### config.mk
export PLATFORM = sky130hd
export DESIGN_NAME = agc_telemetry_top
export DESIGN_NICKNAME = d
export VERILOG_FILES = /design/src/verilog/agc_pkg.sv /design/src/verilog/iagc_core.sv /design/src/verilog/telemetry_logger.sv /design/src/verilog/uart_tx.sv /design/src/verilog/agc_telemetry_top.sv
export SDC_FILE = /design/constraint.sdc
export NUM_CORES = 1
export LEC_CHECK = 0
export ABC_AREA = 1
export ABC_CLOCK_PERIOD_IN_PS = 3300
export BUFFER_PORTS_ARGS = -buffer_cell sky130_fd_sc_hd__buf_2
export CORE_MARGIN = 10
export CORE_UTILIZATION = 45
export CTS_CLUSTER_DIAMETER = 120
export DETAILED_ROUTE_END_ITERATION = 8
export SLEW_MARGIN = 20
export SYNTH_ARGS = -nofsm -noshare
export SYNTH_HDL_FRONTEND = slang
export SYNTH_HIERARCHICAL = 1
export SYNTH_SLANG_ARGS = --single-unit
### constraint.sdc
create_clock -name i_clock -period 3.3 [get_ports i_clock]
set_input_delay 0.33 -clock i_clock [delete_from_list [all_inputs] [get_ports i_clock]]
set_output_delay 0.33 -clock i_clock [all_outputs]
set_load 0.02 [all_outputs]
### src/verilog/agc_pkg.sv
package agc_pkg;

    localparam int AMPLITUDE_DATA_SIZE = 13;   // Samples, amplitudes, target and error
    localparam int UART_DATA_SIZE      = 8;
    localparam int GAIN_SIZE           = 8;

    // Status word of the AGC core, encodings match the existing status bus
    typedef enum logic [3:0] {
        IAGC_RESET = 4'b0000,
        IAGC_INIT  = 4'b0001,
        IAGC_TRACK = 4'b0010,
        IAGC_LOG   = 4'b1110
    } iagc_status_e;

    typedef enum logic [2:0] {
        ST_INIT,                               // Parked until the core logs
        ST_WAIT,                               // Interval timer running
        ST_SNAP,                               // Capture report for one record
        ST_SEND,                               // Start pulse to the UART
        ST_SETTLE,                             // Let ready drop
        ST_DRAIN                               // Wait for the frame to finish
    } logger_state_e;

    typedef struct packed {
        logic [AMPLITUDE_DATA_SIZE-1:0] reference;   // Block peak magnitude
        logic [AMPLITUDE_DATA_SIZE-1:0] error;       // Target minus reference
    } amp_report_t;

endpackage

### src/verilog/iagc_core.sv
module iagc_core
    import agc_pkg::*;
#(
    parameter int BLOCK_LEN = 64
) (
    input  logic                                  i_clock,
    input  logic                                  i_rst_n,
    input  logic                                  i_enable,
    input  logic signed [AMPLITUDE_DATA_SIZE-1:0] i_sample,
    input  logic                                  i_sample_valid,
    input  logic        [AMPLITUDE_DATA_SIZE-1:0] i_target,
    output amp_report_t                           o_report,
    output logic        [GAIN_SIZE-1:0]           o_gain,
    output iagc_status_e                          o_status
);

    localparam int CNT_W = $clog2(BLOCK_LEN + 1);
    localparam logic [GAIN_SIZE-1:0] GAIN_MID = GAIN_SIZE'(1) << (GAIN_SIZE - 1);

    logic [CNT_W-1:0]               sample_cnt;
    logic [AMPLITUDE_DATA_SIZE-1:0] sample_mag;
    logic [AMPLITUDE_DATA_SIZE-1:0] peak;
    logic [AMPLITUDE_DATA_SIZE-1:0] peak_next;
    logic [AMPLITUDE_DATA_SIZE-1:0] block_peak;
    logic [AMPLITUDE_DATA_SIZE:0]   diff;
    logic                           measuring;
    logic                           block_last;
    logic                           block_done;

    assign measuring  = (o_status == IAGC_TRACK) || (o_status == IAGC_LOG);
    assign sample_mag = i_sample[AMPLITUDE_DATA_SIZE-1] ? $unsigned(-i_sample)
                                                        : $unsigned(i_sample);
    assign peak_next  = (sample_mag > peak) ? sample_mag : peak;
    assign block_last = i_enable && measuring && i_sample_valid &&
                        (sample_cnt == CNT_W'(BLOCK_LEN - 1));

    // One extra bit keeps the true sign even when the 13-bit error wraps
    assign diff = {1'b0, i_target} - {1'b0, block_peak};

    always_ff @(posedge i_clock or negedge i_rst_n) begin
        if (!i_rst_n) begin
            o_status <= IAGC_RESET;
        end else if (!i_enable) begin
            o_status <= IAGC_RESET;
        end else begin
            case (o_status)
                IAGC_RESET: o_status <= IAGC_INIT;
                IAGC_INIT:  o_status <= IAGC_TRACK;
                IAGC_TRACK: begin
                    if (block_done) begin
                        o_status <= IAGC_LOG;
                    end
                end
                IAGC_LOG:   o_status <= IAGC_LOG;
                default:    o_status <= IAGC_RESET;
            endcase
        end
    end

    always_ff @(posedge i_clock or negedge i_rst_n) begin
        if (!i_rst_n) begin
            sample_cnt <= '0;
            peak       <= '0;
            block_done <= 1'b0;
        end else begin
            block_done <= block_last;
            if (!i_enable) begin
                sample_cnt <= '0;                        // Partial block is discarded
                peak       <= '0;
            end else if (block_last) begin
                sample_cnt <= '0;
                peak       <= '0;
            end else if (measuring && i_sample_valid) begin
                sample_cnt <= sample_cnt + 1'b1;
                peak       <= peak_next;
            end
        end
    end

    always_ff @(posedge i_clock) begin
        if (block_last) begin
            block_peak <= peak_next;                     // Includes the last sample
        end
    end

    always_ff @(posedge i_clock or negedge i_rst_n) begin
        if (!i_rst_n) begin
            o_report <= '0;
            o_gain   <= GAIN_MID;
        end else if (block_done && i_enable) begin
            o_report.reference <= block_peak;
            o_report.error     <= diff[AMPLITUDE_DATA_SIZE-1:0];
            if (!diff[AMPLITUDE_DATA_SIZE] && (diff != '0) && (o_gain != '1)) begin
                o_gain <= o_gain + 1'b1;
            end else if (diff[AMPLITUDE_DATA_SIZE] && (o_gain != '0)) begin
                o_gain <= o_gain - 1'b1;
            end
        end
    end

    a_status_legal: assert property (@(posedge i_clock) disable iff (!i_rst_n)
        o_status inside {IAGC_RESET, IAGC_INIT, IAGC_TRACK, IAGC_LOG});

endmodule

### src/verilog/telemetry_logger.sv
module telemetry_logger
    import agc_pkg::*;
#(
    parameter int LOG_INTERVAL = 100000
) (
    input  logic                      i_clock,
    input  logic                      i_rst_n,
    input  iagc_status_e              i_status,
    input  amp_report_t               i_report,
    input  logic                      i_tx_ready,
    output logic [UART_DATA_SIZE-1:0] o_tx_data,
    output logic                      o_tx_start
);

    localparam int CNT_W = $clog2(LOG_INTERVAL + 1);
    localparam int HIGH_BITS = AMPLITUDE_DATA_SIZE - UART_DATA_SIZE;

    logger_state_e     state;
    logic [CNT_W-1:0]  interval_cnt;
    logic [1:0]        byte_idx;
    amp_report_t       snap;

    always_ff @(posedge i_clock or negedge i_rst_n) begin
        if (!i_rst_n) begin
            state        <= ST_INIT;
            interval_cnt <= '0;
            byte_idx     <= '0;
            snap         <= '0;
        end else begin
            case (state)
                ST_INIT: begin
                    interval_cnt <= '0;
                    if (i_status == IAGC_LOG) begin
                        state <= ST_WAIT;
                    end
                end
                ST_WAIT: begin
                    if (i_status != IAGC_LOG) begin
                        state <= ST_INIT;
                    end else if (interval_cnt == CNT_W'(LOG_INTERVAL - 1)) begin
                        state <= ST_SNAP;
                    end else begin
                        interval_cnt <= interval_cnt + 1'b1;
                    end
                end
                ST_SNAP: begin
                    snap     <= i_report;                // All four bytes from one block
                    byte_idx <= '0;
                    state    <= ST_SEND;
                end
                ST_SEND: begin
                    state <= ST_SETTLE;
                end
                ST_SETTLE: begin
                    state <= ST_DRAIN;
                end
                ST_DRAIN: begin
                    if (i_tx_ready) begin
                        if (byte_idx == 2'd3) begin
                            interval_cnt <= '0;
                            state        <= ST_WAIT;     // Record in flight always finishes
                        end else begin
                            byte_idx <= byte_idx + 1'b1;
                            state    <= ST_SEND;
                        end
                    end
                end
                default: begin
                    state <= ST_INIT;
                end
            endcase
        end
    end

    always_comb begin
        case (byte_idx)
            2'd0:    o_tx_data = snap.reference[UART_DATA_SIZE-1:0];
            2'd1:    o_tx_data = UART_DATA_SIZE'(snap.reference[AMPLITUDE_DATA_SIZE-1 -: HIGH_BITS]);
            2'd2:    o_tx_data = snap.error[UART_DATA_SIZE-1:0];
            default: o_tx_data = UART_DATA_SIZE'(snap.error[AMPLITUDE_DATA_SIZE-1 -: HIGH_BITS]);
        endcase
    end

    // SEND is only entered after ready was seen high
    assign o_tx_start = (state == ST_SEND);

    a_send_needs_ready: assert property (@(posedge i_clock) disable iff (!i_rst_n)
        (state == ST_SEND) |-> i_tx_ready);

    a_start_single: assert property (@(posedge i_clock) disable iff (!i_rst_n)
        o_tx_start |=> !o_tx_start);

endmodule

### src/verilog/uart_tx.sv
module uart_tx
    import agc_pkg::*;
#(
    parameter int CLKS_PER_BIT = 868
) (
    input  logic                      i_clock,
    input  logic                      i_rst_n,
    input  logic [UART_DATA_SIZE-1:0] i_tx_data,
    input  logic                      i_tx_start,
    output logic                      o_tx_ready,
    output logic                      o_uart_tx
);

    localparam int FRAME_BITS = UART_DATA_SIZE + 2;  // Start, data, stop
    localparam int BAUD_W = $clog2(CLKS_PER_BIT + 1);
    localparam int BIT_W = $clog2(FRAME_BITS);

    logic [BAUD_W-1:0]       baud_cnt;
    logic [BIT_W-1:0]        bit_cnt;
    logic [UART_DATA_SIZE:0] shreg;                 // Stop bit above the data byte
    logic                    busy;
    logic                    line;
    logic                    baud_tick;

    assign baud_tick = (baud_cnt == BAUD_W'(CLKS_PER_BIT - 1));

    always_ff @(posedge i_clock or negedge i_rst_n) begin
        if (!i_rst_n) begin
            busy     <= 1'b0;
            line     <= 1'b1;
            baud_cnt <= '0;
            bit_cnt  <= '0;
        end else if (!busy) begin
            baud_cnt <= '0;
            bit_cnt  <= '0;
            if (i_tx_start) begin
                busy <= 1'b1;
                line <= 1'b0;                        // Start bit
            end
        end else if (baud_tick) begin
            baud_cnt <= '0;
            if (bit_cnt == BIT_W'(FRAME_BITS - 1)) begin
                busy <= 1'b0;                        // Stop bit period done
            end else begin
                line    <= shreg[0];
                bit_cnt <= bit_cnt + 1'b1;
            end
        end else begin
            baud_cnt <= baud_cnt + 1'b1;
        end
    end

    always_ff @(posedge i_clock) begin
        if (!busy && i_tx_start) begin
            shreg <= {1'b1, i_tx_data};
        end else if (busy && baud_tick) begin
            shreg <= {1'b1, shreg[UART_DATA_SIZE:1]}; // LSB first
        end
    end

    assign o_tx_ready = !busy;
    assign o_uart_tx  = line;

    a_idle_line_high: assert property (@(posedge i_clock) disable iff (!i_rst_n)
        o_tx_ready |-> o_uart_tx);

endmodule

### src/verilog/agc_telemetry_top.sv
module agc_telemetry_top
    import agc_pkg::*;
#(
    parameter int BLOCK_LEN    = 64,
    parameter int LOG_INTERVAL = 100000,
    parameter int CLKS_PER_BIT = 868
) (
    input  logic                                  i_clock,
    input  logic                                  i_rst_n,
    input  logic                                  i_enable,
    input  logic signed [AMPLITUDE_DATA_SIZE-1:0] i_sample,
    input  logic                                  i_sample_valid,
    input  logic        [AMPLITUDE_DATA_SIZE-1:0] i_target,
    output logic                                  o_uart_tx,
    output logic        [GAIN_SIZE-1:0]           o_gain,
    output iagc_status_e                          o_status
);

    amp_report_t               report;
    logic [UART_DATA_SIZE-1:0] tx_data;
    logic                      tx_start;
    logic                      tx_ready;

    iagc_core #(
        .BLOCK_LEN      (BLOCK_LEN)
    ) iagc_core_i (
        .i_clock        (i_clock),
        .i_rst_n        (i_rst_n),
        .i_enable       (i_enable),
        .i_sample       (i_sample),
        .i_sample_valid (i_sample_valid),
        .i_target       (i_target),
        .o_report       (report),
        .o_gain         (o_gain),
        .o_status       (o_status)
    );

    telemetry_logger #(
        .LOG_INTERVAL   (LOG_INTERVAL)
    ) telemetry_logger_i (
        .i_clock        (i_clock),
        .i_rst_n        (i_rst_n),
        .i_status       (o_status),
        .i_report       (report),
        .i_tx_ready     (tx_ready),
        .o_tx_data      (tx_data),
        .o_tx_start     (tx_start)
    );

    uart_tx #(
        .CLKS_PER_BIT   (CLKS_PER_BIT)
    ) uart_tx_i (
        .i_clock        (i_clock),
        .i_rst_n        (i_rst_n),
        .i_tx_data      (tx_data),
        .i_tx_start     (tx_start),
        .o_tx_ready     (tx_ready),
        .o_uart_tx      (o_uart_tx)
    );

endmodule

After elaboration in Yosys (flattened, before gate mapping)
Index checks and enable logic that the tools add are counted.
{"block": "op_classes", "n_shift": 0, "mul": 0, "eq_ne": 28, "n_lt_le_gt_ge": 1, "addsub": 9, "n_bitwise": 0, "reduce_logical": 29, "muxes": 43, "div_mod_pow": 0}
{"op": "$mux W17", "count": 4}
{"op": "$mux W13", "count": 5}
{"op": "$pmux W17 S3", "count": 1}
{"op": "$mux W8", "count": 4}
{"op": "$pmux W8 S3", "count": 1}
{"op": "$mux W7", "count": 3}
{"op": "$mux W10", "count": 2}
{"op": "$mux W4", "count": 5}
{"op": "$pmux W3 S6", "count": 1}
{"op": "$add A17 B1 Y17 const B", "count": 1}
{"op": "$eq A17 B17 Y1 const B", "count": 1}
{"op": "$pmux W4 S4", "count": 1}
{"op": "$ne A2 B2 Y1 const B", "count": 7}
{"op": "$reduce_bool A14 Y1", "count": 1}
{"op": "$sub A13 B13 Y14", "count": 1}
{"op": "$gt A13 B13 Y1", "count": 1}
{"op": "$neg A13 Y13", "count": 1}
{"op": "$mux W3", "count": 4}
{"op": "$add A10 B1 Y10 const B", "count": 1}
{"op": "$eq A10 B10 Y1 const B", "count": 1}
{"op": "$logic_and A1 B1 Y1", "count": 10}
{"op": "$reduce_and A3 Y1", "count": 3}
{"op": "$add A8 B1 Y8 const B", "count": 1}
{"op": "$eq A4 B4 Y1 const B", "count": 2}
{"op": "other kinds (30)", "count": 48}
{"block": "word_totals", "n_memories": 0, "ramBits": 0, "wordCells": 128, "latch_bits": 0, "rom_bits": 0, "regBits": 144, "output_inout_bits": 13, "input_bits": 30}

Depth between registers and ports, before layout
{"block": "depth", "ltp_word": 7, "mapped_depth": 27, "depth_no_buf": 27}

Cells and area by module
Netlist, hierarchy kept.
{"mod": "iagc_core", "area_per_inst_um2": 4576.9, "cells_per_inst": 595, "seq_area_each_um2": 1843.0, "n_inst": 1}
{"mod": "telemetry_logger", "area_per_inst_um2": 2571.2, "cells_per_inst": 298, "seq_area_each_um2": 1201.2, "n_inst": 1}
{"mod": "uart_tx", "area_per_inst_um2": 1179.9, "cells_per_inst": 136, "seq_area_each_um2": 641.9, "n_inst": 1}

Least setup slack after synthesis
No wires, ideal clock.
{"block": "synth_path", "path_kind": "register -> register", "from": "reg iagc_core_i.block_peak[0]", "to": "reg iagc_core_i.o_gain[7]", "stages_incl_launch_ff": 27, "setup_time_ns": 0.076, "path_buffers": 0, "arrival_time_ns": 3.073, "t_required_ns": 3.224, "period_less_slack_ns": 3.148, "slack_ns": 0.152, "path_cell_list": "edfxtp_1 -> ha_1 -> fa_1 -> inv_1 -> nand3_1 -> nand2_2 -> nand2_1 -> nand2_1 -> nand2_1 -> nand2_1 -> nand2_1 -> nor2_1 -> nand3_2 -> nand2_2 -> ha_1 -> a21oi_1 -> nand2_1 -> a21oi_1 -> o21bai_1 -> nand2_1 -> nand2_1 -> a21oi_1 -> inv_1 -> nand2_1 -> nand2_1 -> nand2_1 -> nand2_1"}
{"block": "synth_via", "elab_chain_len": 6, "word_cells_on_any_way": 9, "cone_classes": "add/sub: 1; mux: 1; reduce/logical: 7"}
{"item": "from (decl)", "line_no": "iagc_core.sv:24", "source": "logic [AMPLITUDE_DATA_SIZE-1:0] block_peak;"}
{"item": "from (signal assigned)", "line_no": "iagc_core.sv:82", "source": "block_peak <= peak_next;"}
{"item": "$sub A13 B13 Y14 *", "line_no": "iagc_core.sv:38", "source": "assign diff = {1'b0, i_target} - {1'b0, block_peak};"}
{"item": "$reduce_bool A14 Y1 / $logic_not A1 Y1 (equally long branches)", "line_no": "iagc_core.sv:93", "source": "if (!diff[AMPLITUDE_DATA_SIZE] && (diff != '0) && (o_gain != '1)) begin"}
{"item": "$logic_and A1 B1 Y1 (2 in series)", "line_no": "iagc_core.sv:93"}
{"item": "$reduce_bool A2 Y1 (no source line)"}
{"item": "$reduce_and A2 Y1 (no source line)"}
{"item": "to (signal assigned)", "line_no": "iagc_core.sv:94", "source": "o_gain <= o_gain + 1'b1;"}
{"item": "to (signal assigned)", "line_no": "iagc_core.sv:96", "source": "o_gain <= o_gain - 1'b1;"}
{"item": "to (decl)", "line_no": "iagc_core.sv:13", "source": "output logic [GAIN_SIZE-1:0] o_gain,"}
Mark *: on every way between the ends. The rest lies on a longest branch, timed or not.
A chain may end at the register's enable or synchronous reset.

Worst setup path in the final report
Ends and elaborated chain as after synthesis.

==> flow_summary.json <==
{
  "ys.flop_type": "dfrtp_1",
  "fin_crit_ns": 3.20,
  "start_util_pct": 46.0,
  "yosysWarnings": 6,
  "reg2reg_to": "iagc_core_i/o_gain[7]$_DFFE_PN1P_",
  "ir_worst_vdd_uv": 331,
  "max-slew-margin-rel_pct": 53.9,
  "synth-edff-count": 21,
  "die_w_um": 156,
  "yosysUniqueCellTypes": 48,
  "cts_made_buffers": 17,
  "critical_path_required_ns": 3.66,
  "cts-root-buf": "clkbuf_16",
  "path_class": "flip-flop to flip-flop",
  "route.met3.wl_um": 684,
  "fin_worst_skew_ns": 0.00953,
  "vias": 6708,
  "worst-r2r-setup-slack_ns": 0.1,
  "synthTopCellsByCount": "nand2_1 (277), inv_1 (143), dfrtp_1 (120)",
  "core_mm2": 0.0181,
  "cts_tree": "done",
  "routabilityCongestion": 0.871,
  "finalSetupViolCount": 0,
  "clock_latency_ns": 0.42,
  "die_h_um": 156,
  "holdWs_ns": 0.140,
  "drc": 0,
  "htree_levels": 4,
  "crit_path_start_kind": "flip-flop",
  "total_leakage_power_nw": 4.73,
  "final_nets": 1173,
  "period_share_pct": 97.1,
  "via_per_inst": 5.00,
  "hold_path.class": "input port to flip-flop",
  "avgSynthCellArea_um2": 8.09,
  "seq_area_frac_synth_pct": 44.3,
  "wl_met1_um": 8850,
  "pwr_density_cell_mw_per_mm2": 438,
  "wl_met2_um": 8690,
  "wirelength_um": 18300,
  "drt_iter0_drc": 406,
  "rsz0062_at_grt": "true",
  "dp.final_hpwl_um": 13600,
  "fin_area_mm2": 0.00975,
  "layout-drive-gt1-share_pct": 17.9,
  "cap_violations": 0,
  "grt_pass1_vias": 6408,
  "top_layer": "met4",
  "fp-row-count": 49,
  "netlist_area_mm2": 0.00833,
  "diodes": 0,
  "synthTopCellsByArea": "dfrtp_1 (36%), nand2_1 (12%), edfxtp_1 (7.6%)",
  "firstDrtPassIters": 5,
  "antenna_left": 0,
  "status": "finished, final reports clean",
  "cp_max_fo": 5,
  "worstMarginPinSlew_ns": 0.691,
  "async_flop_share_pct": 85.3,
  "whs_endpoint": "iagc_core_i/sample_cnt[6]$_DFFE_PN0P_",
  "yosysTopAreaCellShare_pct": 36.1,
  "synth_nets": 1103,
  "dieArea_mm2": 0.0243,
  "clk_pin_slew_worst_paths_ns": 0.06,
  "hp-start": "i_sample_valid",
  "grt_antenna_before_repair": 0,
  "hold_depth": 2,
  "cts_buffer_depth": 2,
  "grt_use_total_pct": 15.3,
  "hold_viol": 0,
  "ios": 43,
  "portBuffers": 42,
  "ff2ff_path_depth": 22,
  "endpoint_kind": "flip-flop",
  "synth_top_cell_by_area": "dfrtp_1",
  "synth-seq-cells": 143,
  "post-synth-top-count-cell": "nand2_1",
  "syn_inst": 1029,
  "fmax_mhz": 312,
  "grt_max_degree": 53,
  "post_drt_wl_per_cell_um": 13.7,
  "grt.overflow.total": 0,
  "layout-area-overhead-vs-synth_pct": 17.1,
  "final_util_pct": 53.9,
  "r2r-start": "iagc_core_i/block_peak[0]$_DFFE_PP_",
  "final-max-slew-violation-count": 0,
  "arrival_ns": 3.56,
  "cts_sinks": 143,
  "place_area_mm2": 0.00889,
  "grt_pass1_wl_um": 30800
}
==> worst max-delay path: stages (launching register included) <==
cell	delay (ns)
edfxtp_1	0.39
ha_2	0.21
fa_2	0.53
nand2_2	0.04
nor2_1	0.08
nand3_1	0.09
nor2_1	0.11
nand3_1	0.10
nor2_2	0.11
nand3_2	0.11
nand2_4	0.14
ha_4	0.23
a21oi_4	0.12
nand2_2	0.08
a21oi_2	0.11
o21bai_1	0.10
nand2_1	0.09
nand2_1	0.06
a21oi_2	0.16
nand3_1	0.08
nand2_1	0.06
nand2_1	0.04
nand2_1	0.09
==> where the power goes <==
part / leakage, nW / total (W) / switching (W) / internal [W]
sequential: 1.83 / 0.00182 / 0.0000128 / 0.00181
clock: 0.301 / 0.00205 / 0.000711 / 0.00133
combinational: 2.59 / 0.000401 / 0.000245 / 0.000155
total: 4.73 / 0.00427 / 0.000969 / 0.00330
==> routing by layer <==
layer,vias up,global-route usage (%)
met5,-,0
met4,0,3.69
met1,3108,20.3
met3,6,3.86
li1,3487,-
met2,107,24.5
==> area by class of cell <==
cell class                      instances  area [um^2]
Tap cell                              229          287
Fill cell                            1715         8330
Multi-Input combinational cell        721         4160
Sequential cell                       143         3690
Inverter                              148          556
Clock buffer                           20          437
Timing Repair Buffer                   68          434
Clock inverter                         12          193
==> registers in the layout, indices dropped and copies added (netlist names), 4 cells and up <==
| register | count |
|---|---|
| iagc_core_i/block_peak | 13 |
| iagc_core_i/o_gain | 8 |
| iagc_core_i/o_report | 26 |
| iagc_core_i/peak | 13 |
| iagc_core_i/sample_cnt | 7 |
| telemetry_logger_i/interval_cnt | 17 |
| telemetry_logger_i/snap | 26 |
| uart_tx_i/baud_cnt | 10 |
| uart_tx_i/bit_cnt | 4 |
| uart_tx_i/shreg | 8 |
==> logic make-up after synthesis <==
family | share of synthesized area (%)
buf+inv | 7.71
mux | 3.52
compound gates | 9.98
simple gates | 25.4
flops | 44.3
fa+ha+maj | 6.79
xor+xnor | 2.31
==> cell usage in the layout, fill, tap and decap left out, types with 4 or more instances in the layout <==
cell / synthesis / routed
nand4_1: 14 / 14
or2_1: 5 / 5
edfxtp_1: 21 / 21
nor3_1: 11 / 10
nor2_1: 88 / 85
o21ai_0: 43 / 42
ha_4: 0 / 4
nand2_2: 8 / 13
a21oi_2: 2 / 5
nor2_2: 5 / 8
o21a_1: 8 / 8
nand3_1: 56 / 53
mux2_2: 26 / 26
o22ai_1: 13 / 13
buf_2: 3 / 41
ha_1: 42 / 35
o21ai_2: 5 / 5
dfrtp_1: 120 / 120
nand2_1: 277 / 270
xor2_1: 21 / 21
clkbuf_16: 0 / 17
nand2_4: 3 / 5
a22o_1: 5 / 5
a31oi_1: 8 / 7
buf_4: 1 / 22
bufinv_16: 0 / 5
or2_2: 6 / 6
inv_2: 5 / 10
nand3b_1: 4 / 4
a21oi_1: 35 / 31
o21ai_1: 6 / 7
nand3_2: 5 / 7
inv_1: 143 / 138
o21bai_1: 6 / 6
==> per-stage QoR <==
stage | total power (W) | TNS, ns | instances | worst slack [ns]
finish | 0.00427 | 0 | 1341 | 0.0968
global route | 0.00444 | -0.260 | 1341 | -0.169
detailed placement | 0.00222 | -0.177 | 1300 | -0.137
CTS | 0.00430 | 0 | 1333 | 0.00692
global placement | 0.00222 | 0 | 1300 | 0.0144
floorplan | 0.00209 | 0 | 1029 | 0.152
==> worst max-delay path by stage <==
| stage | start | end | slack [ns] | cells after the start |
|---|---|---|---|---|
| after global placement | i_target[0] | iagc_core_i/o_gain[7]$_DFFE_PN1P_ | 0.01 | 27 |
| after CTS | iagc_core_i/block_peak[0]$_DFFE_PP_ | iagc_core_i/o_gain[7]$_DFFE_PN1P_ | 0.007 | 25 |
| after detailed placement | i_target[0] | iagc_core_i/o_gain[7]$_DFFE_PN1P_ | -0.14 | 27 |
| after global routing | iagc_core_i/block_peak[0]$_DFFE_PP_ | iagc_core_i/o_gain[7]$_DFFE_PN1P_ | -0.17 | 22 |
| final | iagc_core_i/block_peak[0]$_DFFE_PP_ | iagc_core_i/o_gain[7]$_DFFE_PN1P_ | 0.1 | 22 |
| after floorplan | iagc_core_i/block_peak[0]$_DFFE_PP_ | iagc_core_i/o_gain[7]$_DFFE_PN1P_ | 0.15 | 26 |
==> timing repair <==
item	4_1_cts	5_1_grt
pin swaps	2	23
resized for setup	3	39
buffers inserted	0	8
endpoints found under the setup margin	1	3
hold buffers	1	0
hold endpoints to repair	48	0
Note: power is estimated with default switching activity, not from simulation.
